<file path="config.mk">
export PLATFORM = sky130hd
export DESIGN_NAME = muldiv_pipe
export DESIGN_NICKNAME = d
export VERILOG_FILES = /design/src/source/muldiv_data_pkg.sv /design/src/source/muldiv_ctrl_pkg.sv /design/src/source/muldiv_op_if.sv /design/src/source/muldiv_issue_queue.sv /design/src/source/muldiv_mul_pipe.sv /design/src/source/muldiv_div_unit.sv /design/src/source/muldiv_wb_merge.sv /design/src/source/muldiv_pipe.sv
export VERILOG_INCLUDE_DIRS = /design/src /design/src/source
export SDC_FILE = /design/constraint.sdc
export NUM_CORES = 2
export LEC_CHECK = 0
export BUFFER_PORTS_ARGS = -buffer_cell sky130_fd_sc_hd__buf_2
export CELL_PAD_IN_SITES_DETAIL_PLACEMENT = 1
export CELL_PAD_IN_SITES_GLOBAL_PLACEMENT = 1
export CORE_MARGIN = 8
export CORE_UTILIZATION = 35
export CTS_BUF_LIST = sky130_fd_sc_hd__clkbuf_4
export DETAILED_ROUTE_END_ITERATION = 10
export MAX_ROUTING_LAYER = met4
export PLACE_DENSITY_LB_ADDON = 0.05
export SLEW_MARGIN = 20
export SYNTH_ARGS = -nofsm -noshare
export SYNTH_HDL_FRONTEND = slang
export SYNTH_SLANG_ARGS = --single-unit
</file>
<file path="constraint.sdc">
create_clock -name i_clk -period 9.7 [get_ports i_clk]
set_clock_uncertainty 0.15 [all_clocks]
set_input_delay 0.485 -clock i_clk [delete_from_list [all_inputs] [get_ports i_clk]]
set_output_delay 0.485 -clock i_clk [all_outputs]
set_load 0.05 [all_outputs]
</file>
<file path="src/source/muldiv_params.svh">
// Build-time sizes of the multiply/divide pipe. RV32 only.
// XLEN must be a multiple of UNROLL and QDEPTH a power of two.

`ifndef MULDIV_PARAMS_SVH
`define MULDIV_PARAMS_SVH

// ------------------------------------------------------------
// Datapath
// ------------------------------------------------------------
`define MULDIV_XLEN 32
`define MULDIV_UNROLL 8                                       // Multiplier bits per stage
`define MULDIV_MUL_STAGES (`MULDIV_XLEN / `MULDIV_UNROLL)

// ------------------------------------------------------------
// Queue and divider
// ------------------------------------------------------------
`define MULDIV_QDEPTH 4                                       // Also the initial credit count
`define MULDIV_DIV_STEPS `MULDIV_XLEN                         // One quotient bit per step

`endif

</file>
<file path="src/source/muldiv_data_pkg.sv">
// Operand and product widths of the multiply/divide pipe.

`default_nettype none

`include "muldiv_params.svh"

package muldiv_data_pkg;

  // Register operand or result
  typedef logic [`MULDIV_XLEN-1:0] xlen_t;

  // Full product, high word at the top
  typedef logic [2*`MULDIV_XLEN-1:0] dxlen_t;

  // Operand with sign or zero extension bit
  typedef logic [`MULDIV_XLEN:0] opnd_ext_t;

endpackage

`default_nettype wire

</file>
<file path="src/source/muldiv_ctrl_pkg.sv">
// Operation encoding follows the RV32M funct3 field.
// The tag is opaque here and only travels with the operation.

`default_nettype none

package muldiv_ctrl_pkg;

  typedef enum logic [2:0] {
    OP_MUL    = 3'd0,
    OP_MULH   = 3'd1,
    OP_MULHSU = 3'd2,
    OP_MULHU  = 3'd3,
    OP_DIV    = 3'd4,
    OP_DIVU   = 3'd5,
    OP_REM    = 3'd6,
    OP_REMU   = 3'd7
  } muldiv_op_t;

  typedef logic [3:0] tag_t;

  typedef enum logic [1:0] {IDLE, RUN, DONE} div_state_t;

  function automatic logic is_div_op(muldiv_op_t op);
    return op inside {OP_DIV, OP_DIVU, OP_REM, OP_REMU};
  endfunction

  function automatic logic op_signed_a(muldiv_op_t op);
    return op inside {OP_MUL, OP_MULH, OP_MULHSU, OP_DIV, OP_REM};
  endfunction

  function automatic logic op_signed_b(muldiv_op_t op);
    return op inside {OP_MUL, OP_MULH, OP_DIV, OP_REM};
  endfunction

endpackage

`default_nettype wire

</file>
<file path="src/source/muldiv_op_if.sv">
// One dispatched operation, queue to unit. Transfers whenever valid is high;
// the unit side has no ready and must be able to take it.

`timescale 1ns/10ps
`default_nettype none

interface muldiv_op_if;
  import muldiv_ctrl_pkg::*;
  import muldiv_data_pkg::*;

  logic       valid;
  muldiv_op_t op;
  tag_t       tag;
  xlen_t      rs1;
  xlen_t      rs2;

  modport src (
    output valid, op, tag, rs1, rs2
  );

  modport dst (
    input valid, op, tag, rs1, rs2
  );

endinterface

`default_nettype wire

</file>
<file path="src/source/muldiv_issue_queue.sv">
// In-order issue FIFO, no overflow check: the issuer's credits keep it from filling.
// An issue presented in the flush cycle is dropped along with the queue contents.

`timescale 1ns/10ps
`default_nettype none

`include "muldiv_params.svh"

module muldiv_issue_queue (
  input  wire logic                     i_clk,
  input  wire logic                     i_reset_n,
  input  wire logic                     i_flush,
  input  wire logic                     i_valid,
  input  muldiv_ctrl_pkg::muldiv_op_t   i_op,
  input  muldiv_ctrl_pkg::tag_t         i_tag,
  input  muldiv_data_pkg::xlen_t        i_rs1,
  input  muldiv_data_pkg::xlen_t        i_rs2,
  input  wire logic                     i_div_idle,
  output logic                          o_credit_return,
  muldiv_op_if.src                      mul_op,
  muldiv_op_if.src                      div_op
);
  import muldiv_ctrl_pkg::*;
  import muldiv_data_pkg::*;

  localparam int DEPTH = `MULDIV_QDEPTH;
  localparam int PTR_W = $clog2(DEPTH);

  muldiv_op_t       r_op  [DEPTH];
  tag_t             r_tag [DEPTH];
  xlen_t            r_rs1 [DEPTH];
  xlen_t            r_rs2 [DEPTH];
  logic [PTR_W-1:0] r_wptr;
  logic [PTR_W-1:0] r_rptr;
  logic [PTR_W:0]   r_count;

  logic w_push;
  logic w_head_div;
  logic w_dispatch;

  assign w_push     = i_valid & ~i_flush;
  assign w_head_div = is_div_op(r_op[r_rptr]);
  // Divide at the head stalls everything behind it until the divider frees up
  assign w_dispatch = (r_count != '0) & ~i_flush & (~w_head_div | i_div_idle);

  always_ff @(posedge i_clk or negedge i_reset_n) begin
    if (!i_reset_n) begin
      r_wptr  <= '0;
      r_rptr  <= '0;
      r_count <= '0;
    end else if (i_flush) begin
      r_wptr  <= '0;
      r_rptr  <= '0;
      r_count <= '0;
    end else begin
      if (w_push) r_wptr <= r_wptr + PTR_W'(1);
      if (w_dispatch) r_rptr <= r_rptr + PTR_W'(1);
      r_count <= r_count + (PTR_W+1)'(w_push) - (PTR_W+1)'(w_dispatch);
    end
  end

  always_ff @(posedge i_clk) begin
    if (w_push) begin
      r_op[r_wptr]  <= i_op;
      r_tag[r_wptr] <= i_tag;
      r_rs1[r_wptr] <= i_rs1;
      r_rs2[r_wptr] <= i_rs2;
    end
  end

  // ------------------------------------------------------------
  // Dispatch
  // ------------------------------------------------------------
  assign o_credit_return = w_dispatch;

  assign mul_op.valid = w_dispatch & ~w_head_div;
  assign mul_op.op    = r_op[r_rptr];
  assign mul_op.tag   = r_tag[r_rptr];
  assign mul_op.rs1   = r_rs1[r_rptr];
  assign mul_op.rs2   = r_rs2[r_rptr];

  assign div_op.valid = w_dispatch & w_head_div;
  assign div_op.op    = r_op[r_rptr];
  assign div_op.tag   = r_tag[r_rptr];
  assign div_op.rs1   = r_rs1[r_rptr];
  assign div_op.rs2   = r_rs2[r_rptr];

endmodule

`default_nettype wire

</file>
<file path="src/source/muldiv_mul_pipe.sv">
// Multiplier, one operation per cycle, result MULDIV_MUL_STAGES cycles after dispatch.
// Sums are kept modulo 2^64, which gives exact low and high words for every sign mode.

`timescale 1ns/10ps
`default_nettype none

`include "muldiv_params.svh"

module muldiv_mul_pipe (
  input  wire logic                i_clk,
  input  wire logic                i_reset_n,
  input  wire logic                i_flush,
  muldiv_op_if.dst                 mul_op,
  output logic                     o_valid,
  output muldiv_ctrl_pkg::tag_t    o_tag,
  output muldiv_data_pkg::xlen_t   o_res
);
  import muldiv_ctrl_pkg::*;
  import muldiv_data_pkg::*;

  localparam int XLEN   = `MULDIV_XLEN;
  localparam int UNROLL = `MULDIV_UNROLL;
  localparam int STAGES = `MULDIV_MUL_STAGES;
  localparam int PP_W   = XLEN + UNROLL + 2;     // 33-bit by 9-bit signed product

  for (genvar s = 0; s < STAGES; s++) begin : g_stage
    logic                   w_vld;
    muldiv_op_t             w_op;
    tag_t                   w_tag;
    opnd_ext_t              w_a;
    xlen_t                  w_b;
    dxlen_t                 w_acc_in;
    logic [UNROLL-1:0]      w_slice;
    logic                   w_slice_sign;
    logic signed [PP_W-1:0] w_pp;
    dxlen_t                 w_acc_out;

    logic       r_valid;
    muldiv_op_t r_op;
    tag_t       r_tag;
    dxlen_t     r_acc;

    if (s == 0) begin : g_load
      assign w_vld    = mul_op.valid;
      assign w_op     = mul_op.op;
      assign w_tag    = mul_op.tag;
      assign w_a      = {op_signed_a(mul_op.op) & mul_op.rs1[XLEN-1], mul_op.rs1};
      assign w_b      = mul_op.rs2;
      assign w_acc_in = '0;
    end else begin : g_chain
      assign w_vld    = g_stage[s-1].r_valid;
      assign w_op     = g_stage[s-1].r_op;
      assign w_tag    = g_stage[s-1].r_tag;
      assign w_a      = g_stage[s-1].g_fwd.r_a;
      assign w_b      = g_stage[s-1].g_fwd.r_b;
      assign w_acc_in = g_stage[s-1].r_acc;
    end

    // Top slice carries the sign of a signed operand B
    assign w_slice      = w_b[UNROLL*s +: UNROLL];
    assign w_slice_sign = (s == STAGES-1) && op_signed_b(w_op) && w_slice[UNROLL-1];

    assign w_pp = $signed({{(UNROLL+1){w_a[XLEN]}}, w_a}) *
                  $signed({{(PP_W-UNROLL){w_slice_sign}}, w_slice});
    assign w_acc_out = w_acc_in + ({{(2*XLEN-PP_W){w_pp[PP_W-1]}}, w_pp} << (UNROLL*s));

    always_ff @(posedge i_clk or negedge i_reset_n) begin
      if (!i_reset_n) begin
        r_valid <= 1'b0;
      end else begin
        r_valid <= w_vld & ~i_flush;
      end
    end

    always_ff @(posedge i_clk) begin
      r_op  <= w_op;
      r_tag <= w_tag;
      r_acc <= w_acc_out;
    end

    // Operands only travel as far as a later stage needs them
    if (s < STAGES-1) begin : g_fwd
      opnd_ext_t r_a;
      xlen_t     r_b;

      always_ff @(posedge i_clk) begin
        r_a <= w_a;
        r_b <= w_b;
      end
    end
  end

  // ------------------------------------------------------------
  // Result word select
  // ------------------------------------------------------------
  assign o_valid = g_stage[STAGES-1].r_valid;
  assign o_tag   = g_stage[STAGES-1].r_tag;
  assign o_res   = (g_stage[STAGES-1].r_op == OP_MUL) ? g_stage[STAGES-1].r_acc[XLEN-1:0]
                                                      : g_stage[STAGES-1].r_acc[2*XLEN-1:XLEN];

endmodule

`default_nettype wire

</file>
<file path="src/source/muldiv_div_unit.sv">
// Restoring divider, one operation at a time, done 33 cycles after acceptance.
// The caller must only present an operation while o_idle is high.

`timescale 1ns/10ps
`default_nettype none

`include "muldiv_params.svh"

module muldiv_div_unit (
  input  wire logic                i_clk,
  input  wire logic                i_reset_n,
  input  wire logic                i_flush,
  muldiv_op_if.dst                 div_op,
  output logic                     o_idle,
  output logic                     o_done,
  output muldiv_ctrl_pkg::tag_t    o_tag,
  output muldiv_data_pkg::xlen_t   o_res,
  input  wire logic                i_taken
);
  import muldiv_ctrl_pkg::*;
  import muldiv_data_pkg::*;

  localparam int XLEN  = `MULDIV_XLEN;
  localparam int STEPS = `MULDIV_DIV_STEPS;
  localparam int CNT_W = $clog2(STEPS + 1);

  div_state_t       r_state;
  logic [CNT_W-1:0] r_cnt;
  xlen_t            r_rem;
  xlen_t            r_quo;
  xlen_t            r_dvsr;
  xlen_t            r_dvnd;                      // Original dividend for special cases
  muldiv_op_t       r_op;
  tag_t             r_tag;
  logic             r_neg_q;
  logic             r_neg_r;
  logic             r_zero;
  logic             r_ovf;
  xlen_t            r_res;

  logic      w_accept;
  logic      w_last;
  logic      w_a_neg;
  logic      w_b_neg;
  opnd_ext_t w_shift;
  opnd_ext_t w_diff;
  logic      w_is_rem;
  xlen_t     w_quo_fix;
  xlen_t     w_rem_fix;
  xlen_t     w_res;

  assign w_accept = (r_state == IDLE) & div_op.valid;
  assign w_last   = (r_cnt == CNT_W'(STEPS));
  assign w_a_neg  = op_signed_a(div_op.op) & div_op.rs1[XLEN-1];
  assign w_b_neg  = op_signed_b(div_op.op) & div_op.rs2[XLEN-1];

  // ------------------------------------------------------------
  // Control
  // ------------------------------------------------------------
  always_ff @(posedge i_clk or negedge i_reset_n) begin
    if (!i_reset_n) begin
      r_state <= IDLE;
      r_cnt   <= '0;
    end else if (i_flush) begin
      r_state <= IDLE;
    end else begin
      case (r_state)
        IDLE: begin
          if (div_op.valid) begin
            r_state <= RUN;
            r_cnt   <= '0;
          end
        end
        RUN: begin
          if (w_last) r_state <= DONE;              // Sign fix-up cycle
          else r_cnt <= r_cnt + CNT_W'(1);
        end
        DONE: begin
          if (i_taken) r_state <= IDLE;
        end
        default: r_state <= IDLE;
      endcase
    end
  end

  // ------------------------------------------------------------
  // Datapath
  // ------------------------------------------------------------
  assign w_shift = {r_rem, r_quo[XLEN-1]};
  assign w_diff  = w_shift - {1'b0, r_dvsr};

  assign w_is_rem  = (r_op == OP_REM) | (r_op == OP_REMU);
  assign w_quo_fix = r_neg_q ? -r_quo : r_quo;
  assign w_rem_fix = r_neg_r ? -r_rem : r_rem;
  assign w_res     = r_zero ? (w_is_rem ? r_dvnd : '1) :
                     r_ovf  ? (w_is_rem ? '0 : r_dvnd) :
                     (w_is_rem ? w_rem_fix : w_quo_fix);

  always_ff @(posedge i_clk) begin
    if (w_accept) begin
      r_rem   <= '0;
      r_quo   <= w_a_neg ? -div_op.rs1 : div_op.rs1;
      r_dvsr  <= w_b_neg ? -div_op.rs2 : div_op.rs2;
      r_dvnd  <= div_op.rs1;
      r_op    <= div_op.op;
      r_tag   <= div_op.tag;
      r_neg_q <= w_a_neg ^ w_b_neg;
      r_neg_r <= w_a_neg;
      r_zero  <= (div_op.rs2 == '0);
      r_ovf   <= op_signed_a(div_op.op) & (div_op.rs1 == {1'b1, {(XLEN-1){1'b0}}}) &
                 (&div_op.rs2);
    end else if (r_state == RUN) begin
      if (w_last) begin
        r_res <= w_res;
      end else if (!w_diff[XLEN]) begin
        r_rem <= w_diff[XLEN-1:0];
        r_quo <= {r_quo[XLEN-2:0], 1'b1};
      end else begin
        r_rem <= w_shift[XLEN-1:0];              // Restore
        r_quo <= {r_quo[XLEN-2:0], 1'b0};
      end
    end
  end

  assign o_idle = (r_state == IDLE);
  assign o_done = (r_state == DONE);
  assign o_tag  = r_tag;
  assign o_res  = r_res;

endmodule

`default_nettype wire

</file>
<file path="src/source/muldiv_wb_merge.sv">
// Single write-back port, multiplier first. The port never stalls,
// so a multiplier result always goes out in its own cycle.

`timescale 1ns/10ps
`default_nettype none

module muldiv_wb_merge (
  input  wire logic                i_mul_valid,
  input  muldiv_ctrl_pkg::tag_t    i_mul_tag,
  input  muldiv_data_pkg::xlen_t   i_mul_res,
  input  wire logic                i_div_done,
  input  muldiv_ctrl_pkg::tag_t    i_div_tag,
  input  muldiv_data_pkg::xlen_t   i_div_res,
  output logic                     o_div_taken,
  output logic                     o_valid,
  output muldiv_ctrl_pkg::tag_t    o_tag,
  output muldiv_data_pkg::xlen_t   o_res
);

  assign o_div_taken = i_div_done & ~i_mul_valid;   // Divide waits out multiplier traffic
  assign o_valid     = i_mul_valid | i_div_done;
  assign o_tag       = i_mul_valid ? i_mul_tag : i_div_tag;
  assign o_res       = i_mul_valid ? i_mul_res : i_div_res;

endmodule

`default_nettype wire

</file>
<file path="src/source/muldiv_pipe.sv">
// Multiply/divide execution pipe. Issue is credit based, QDEPTH credits at reset
// and after i_flush. The result port has no back-pressure.

`timescale 1ns/10ps
`default_nettype none

module muldiv_pipe (
  input  wire logic                     i_clk,
  input  wire logic                     i_reset_n,
  input  wire logic                     i_flush,
  input  wire logic                     i_valid,
  input  muldiv_ctrl_pkg::muldiv_op_t   i_op,
  input  muldiv_ctrl_pkg::tag_t         i_tag,
  input  muldiv_data_pkg::xlen_t        i_rs1,
  input  muldiv_data_pkg::xlen_t        i_rs2,
  output logic                          o_credit_return,
  output logic                          o_valid,
  output muldiv_ctrl_pkg::tag_t         o_tag,
  output muldiv_data_pkg::xlen_t        o_res
);
  import muldiv_ctrl_pkg::*;
  import muldiv_data_pkg::*;

  muldiv_op_if mul_op ();
  muldiv_op_if div_op ();

  logic  w_div_idle;
  logic  w_mul_valid;
  tag_t  w_mul_tag;
  xlen_t w_mul_res;
  logic  w_div_done;
  tag_t  w_div_tag;
  xlen_t w_div_res;
  logic  w_div_taken;

  muldiv_issue_queue u_queue (
    .i_clk           (i_clk),
    .i_reset_n       (i_reset_n),
    .i_flush         (i_flush),
    .i_valid         (i_valid),
    .i_op            (i_op),
    .i_tag           (i_tag),
    .i_rs1           (i_rs1),
    .i_rs2           (i_rs2),
    .i_div_idle      (w_div_idle),
    .o_credit_return (o_credit_return),
    .mul_op          (mul_op.src),
    .div_op          (div_op.src)
  );

  muldiv_mul_pipe u_mul (
    .i_clk     (i_clk),
    .i_reset_n (i_reset_n),
    .i_flush   (i_flush),
    .mul_op    (mul_op.dst),
    .o_valid   (w_mul_valid),
    .o_tag     (w_mul_tag),
    .o_res     (w_mul_res)
  );

  muldiv_div_unit u_div (
    .i_clk     (i_clk),
    .i_reset_n (i_reset_n),
    .i_flush   (i_flush),
    .div_op    (div_op.dst),
    .o_idle    (w_div_idle),
    .o_done    (w_div_done),
    .o_tag     (w_div_tag),
    .o_res     (w_div_res),
    .i_taken   (w_div_taken)
  );

  muldiv_wb_merge u_merge (
    .i_mul_valid (w_mul_valid),
    .i_mul_tag   (w_mul_tag),
    .i_mul_res   (w_mul_res),
    .i_div_done  (w_div_done),
    .i_div_tag   (w_div_tag),
    .i_div_res   (w_div_res),
    .o_div_taken (w_div_taken),
    .o_valid     (o_valid),
    .o_tag       (o_tag),
    .o_res       (o_res)
  );

endmodule

`default_nettype wire

</file>
==> flow_results.org <==
** Critical path
- For the worst flop-to-flop path, the logic depth is 36.
- At the worst endpoint, the arrival time is 9880 ps.
- Largest fanout of any net on the critical path :: 6
- The worst setup path is captured at a flop.
- Startpoint type of the worst setup path :: flop
- Slowest stage cell, crit path :: fa_1
- Among the stages of the critical path, the cell type that occurs most often is fa_1.
- In this run the critical register-to-register path is captured at u_mul.g_stage[3].r_acc[63]$_DFF_P_.
- Reg2reg start :: u_mul.g_stage[2].r_op[2]$_DFF_P_
- On the worst path, the slowest cell contributes a delay of 510 ps.
- CP required :: 10,720 ps
- The worst setup path is of the reg2reg kind.
- Reg-to-reg slack, setup :: 840 ps

** Timing
- Total setup violations reported at the end of the flow :: 0
- Setup repair after global routing missed its margin :: false
- Sum of negative setup slack :: 0 ps
- Transition time of the tightest slew-check pin :: 1140 ps
- Clock period minus final worst setup slack :: 8860 ps
- Hold slack :: 89.5 ps
- The count of final hold-check violations came to 0.
- The max-slew violation count came to 0.
- Static timing analysis puts the maximum clock frequency at 113 MHz.
- Period Utilization, post-route :: 91.3%
- Relative slew slack :: 23.6%

** Placed design
- Once placement completed, the tool counted placed cells totaling 9,935.
- Routability-driven placement congestion ratio :: 0.838
- Detailed placer's ending HPWL :: 189,000 microns
- Port Buffers :: 112

** Synthesis
- Main combinational cell family by area after synthesis :: adder cells
- EDFF count, synth :: 422
- Synthesis Warnings :: 0
- Netlist area before placement :: 72,400 sq um
- Avg Cell Area, Syn :: 10.0 sq um
- The synthesized netlist contains 90 unique library cells.
- Portion of synthesized cell area occupied by the leading cell type :: 23.4%
- By area the synthesized netlist is led by fa_1 (23%), edfxtp_1 (17%), dfxtp_1 (12%).
- In the synthesized netlist, the number of instances is 7,219.
- Multiplexer share of the synthesized area :: 3.05%
- The synthesized design contains 869 register bits.
- For this run, asynchronously set or reset flops after synthesis account for 2.19%.
- Cell taking the most area after synthesis :: fa_1
- Syn nets :: 8,648
- The synthesized netlist devotes 32.2% of its cell area to adder and majority cells.
- Synth Flop Type :: dfxtp_1
- In the post-synthesis netlist, the cell with the most instances is inv_1.
- Sequential elements use 30.0% of the synthesized area.
- Xor and xnor fraction of the mapped netlist area :: 4.91%
- The synthesized netlist devotes 9.66% of its cell area to compound gates.
- Post-synthesis share of cell area spent on and, or, nand and nor gates :: 13.1%
- By count the netlist is led by inv_1 (1,134), fa_1 (848), nand2_1 (676).

** Cells and area
- Post-Layout Cell Count :: 10,500
- Fraction of final layout cells with drive strength greater than 1 :: 9.48%
- After the last flow step, the layout net total stands at 9,053.
- From synthesis to final layout, the design area changed by 12.2%.

** Floorplanning
- In this run the vertical extent of the chip is 471 microns.
- Floorplan die width :: 471 microns
- The core region is 206,000 sq um.
- The floorplan has 167 rows.
- The die covers 222,000 sq um.
- I/O pin total :: 113
- The initial utilization of the core area, before any placement, comes to 35.1%.

** Global routing
- Global Route Usage Sum :: 22.4%
- Pin count of the biggest net entering global routing :: 71
- Aggregate global routing overflow :: 0
- The number of global-route vias before repair came to 58,300.
- Wire length of the first global-routing pass :: 369,000 microns
- Initial antenna violation count :: 24

** Route
- Average wire per standard cell :: 22.9 microns
- The detailed router finished its first iteration with 2,463 violations.
- DRT Pass-1 Iters :: 5
- Using the TritonRoute via totals, the vias-per-cell ratio works out to 4.96.
- Total length of routed wires :: 242,000 microns
- DRC violations left :: 0
- In this run the remaining antenna-violating nets after routing total 0.
- Via total after detailed routing :: 52,300

** Hold path
- Startpoint of the lowest-slack hold path :: u_mul.g_stage[1].r_op[2]$_DFF_P_
- Counting instances, the worst hold path has a depth of 0.
- The tightest min-delay check is of the reg2reg type.
- End point of the worst hold path :: u_mul.g_stage[2].r_op[2]$_DFF_P_

** CTS
- Number of sinks handled by clock tree synthesis :: 869
- The H-tree was split into 4 levels.
- TritonCTS clock tree :: yes
- Buffer levels on the longest clock path :: 3
- Once the clock tree was built, the setup fixing pass inserted 0 buffers.
- Total clock buffers created by CTS :: 240
- Post-CTS clock slew at the launch and capture registers of the worst setup and hold paths :: 70 ps
- Root buffer cell :: clkbuf_4
- At the later pin of the worst-skew pair, clock insertion delay measures 1280 ps.

** Status
- Run status :: complete, no violations

** Job
- The tool flagged a number of max-cap violations equal to 0.
-- repair_timing --
action,4_1_cts,5_1_grt
hold buffers,150,0
setup endpoints to repair,0,1
endpoints found under the hold margin,405,0
gates resized for setup,0,3
-- metal layers --
layer / routed length (microns) / vias up / GRT usage, %
li1: - / 24400 / -
met1: 109000 / 26800 / 28.6
met4: 7570 / 0 / 6.81
met2: 118000 / 792 / 37.4
met5: 0 / - / -
met3: 7680 / 256 / 2.93
-- cells by family (layout without fill, tap and decap cells) --
kind of cell	count (synthesis)	after routing
adder cells (fa/ha/maj)	1354	1354
multiplexers	162	162
flip-flops	869	869
AO/OA/AOI/OAI	1120	1120
AND/OR/NAND/NOR	1949	1949
XOR/XNOR	406	406
buffers and inverters	1359	1959
other	0	12
-- per-stage QoR --
stage	area [sq um]	utilization (%)	worst slack [ps]
2_1_floorplan	72400	-	1410
3_3_place_gp	76500	37.1	518
3_5_place_dp	76500	37.1	529
4_1_cts	81200	39.3	456
5_1_grt	81300	39.4	165
6_report	81300	39.4	840
-- critical path, delay by kind of cell (launching register included) --
| family | cells | cell delay, ps |
|---|---|---|
| simple gates | 8 | 1630 |
| mux | 1 | 250 |
| xor+xnor | 2 | 300 |
| buf+inv | 3 | 170 |
| flops | 1 | 340 |
| fa+ha+maj | 7 | 3130 |
| compound gates | 15 | 2830 |
-- worst max path at each step --
| stage | depth (start not counted) | to | startpoint | slack [ps] |
|---|---|---|---|---|
| detailed placement | 36 | u_mul.g_stage[3].r_acc[63]$_DFF_P_ | u_mul.g_stage[2].r_op[2]$_DFF_P_ | 530 |
| floorplan | 36 | u_mul.g_stage[3].r_acc[63]$_DFF_P_ | u_mul.g_stage[2].g_fwd.r_b[31]$_DFF_P_ | 1410 |
| CTS | 36 | u_mul.g_stage[3].r_acc[63]$_DFF_P_ | u_mul.g_stage[2].r_op[2]$_DFF_P_ | 460 |
| finish | 36 | u_mul.g_stage[3].r_acc[63]$_DFF_P_ | u_mul.g_stage[2].r_op[2]$_DFF_P_ | 840 |
| global route | 36 | u_mul.g_stage[3].r_acc[63]$_DFF_P_ | u_mul.g_stage[2].r_op[2]$_DFF_P_ | 170 |
| global placement | 36 | u_mul.g_stage[3].r_acc[63]$_DFF_P_ | u_mul.g_stage[2].r_op[2]$_DFF_P_ | 520 |
-- area by class of cell --
type / instances / area [sq um]
diodes: 12 / 30.0
flip-flops and latches: 869 / 21700
inverters: 1146 / 4300
fillers: 23300 / 125000
clock buffers: 347 / 2610
multi-input cells: 4991 / 45700
clock inverters: 90 / 571
well taps: 2704 / 3380
repair buffers: 376 / 2960
-- state kept, by name, indices dropped and copies added, names as in the netlist, 16 cells and up --
| register | flops |
|---|---|
| u_div.o_res | 32 |
| u_div.r_dvnd | 32 |
| u_div.r_dvsr | 32 |
| u_div.r_quo | 32 |
| u_div.r_rem | 32 |
| u_mul.g_stage.g_fwd.r_a | 99 |
| u_mul.g_stage.g_fwd.r_b | 48 |
| u_mul.g_stage.r_acc | 221 |
| u_queue.r_rs1 | 128 |
| u_queue.r_rs2 | 128 |
| u_queue.r_tag | 16 |
-- cells in the final DEF, fill, tap and decap left out, types with 49 or more instances in the layout --
master         count
nand2_1          675
a21o_1           129
nor2b_1           82
nand3_1           56
o21ai_0          159
clkbuf_4         347
dlygate4sd3_1    150
a21oi_1          313
xor2_1            93
o21a_1            54
fa_1             848
edfxtp_1         422
ha_1             506
o21ai_1          139
buf_2            112
inv_1           1134
mux2i_1           87
nand2b_1          49
buf_4            110
xnor2_1          313
dfxtp_1          425
clkinv_1          54
nor2_1           386
and2_1           502
Power is left out: the tool's default activity adds up to more than one toggle a clock period on the data nets, which glitch-free logic cannot reach.
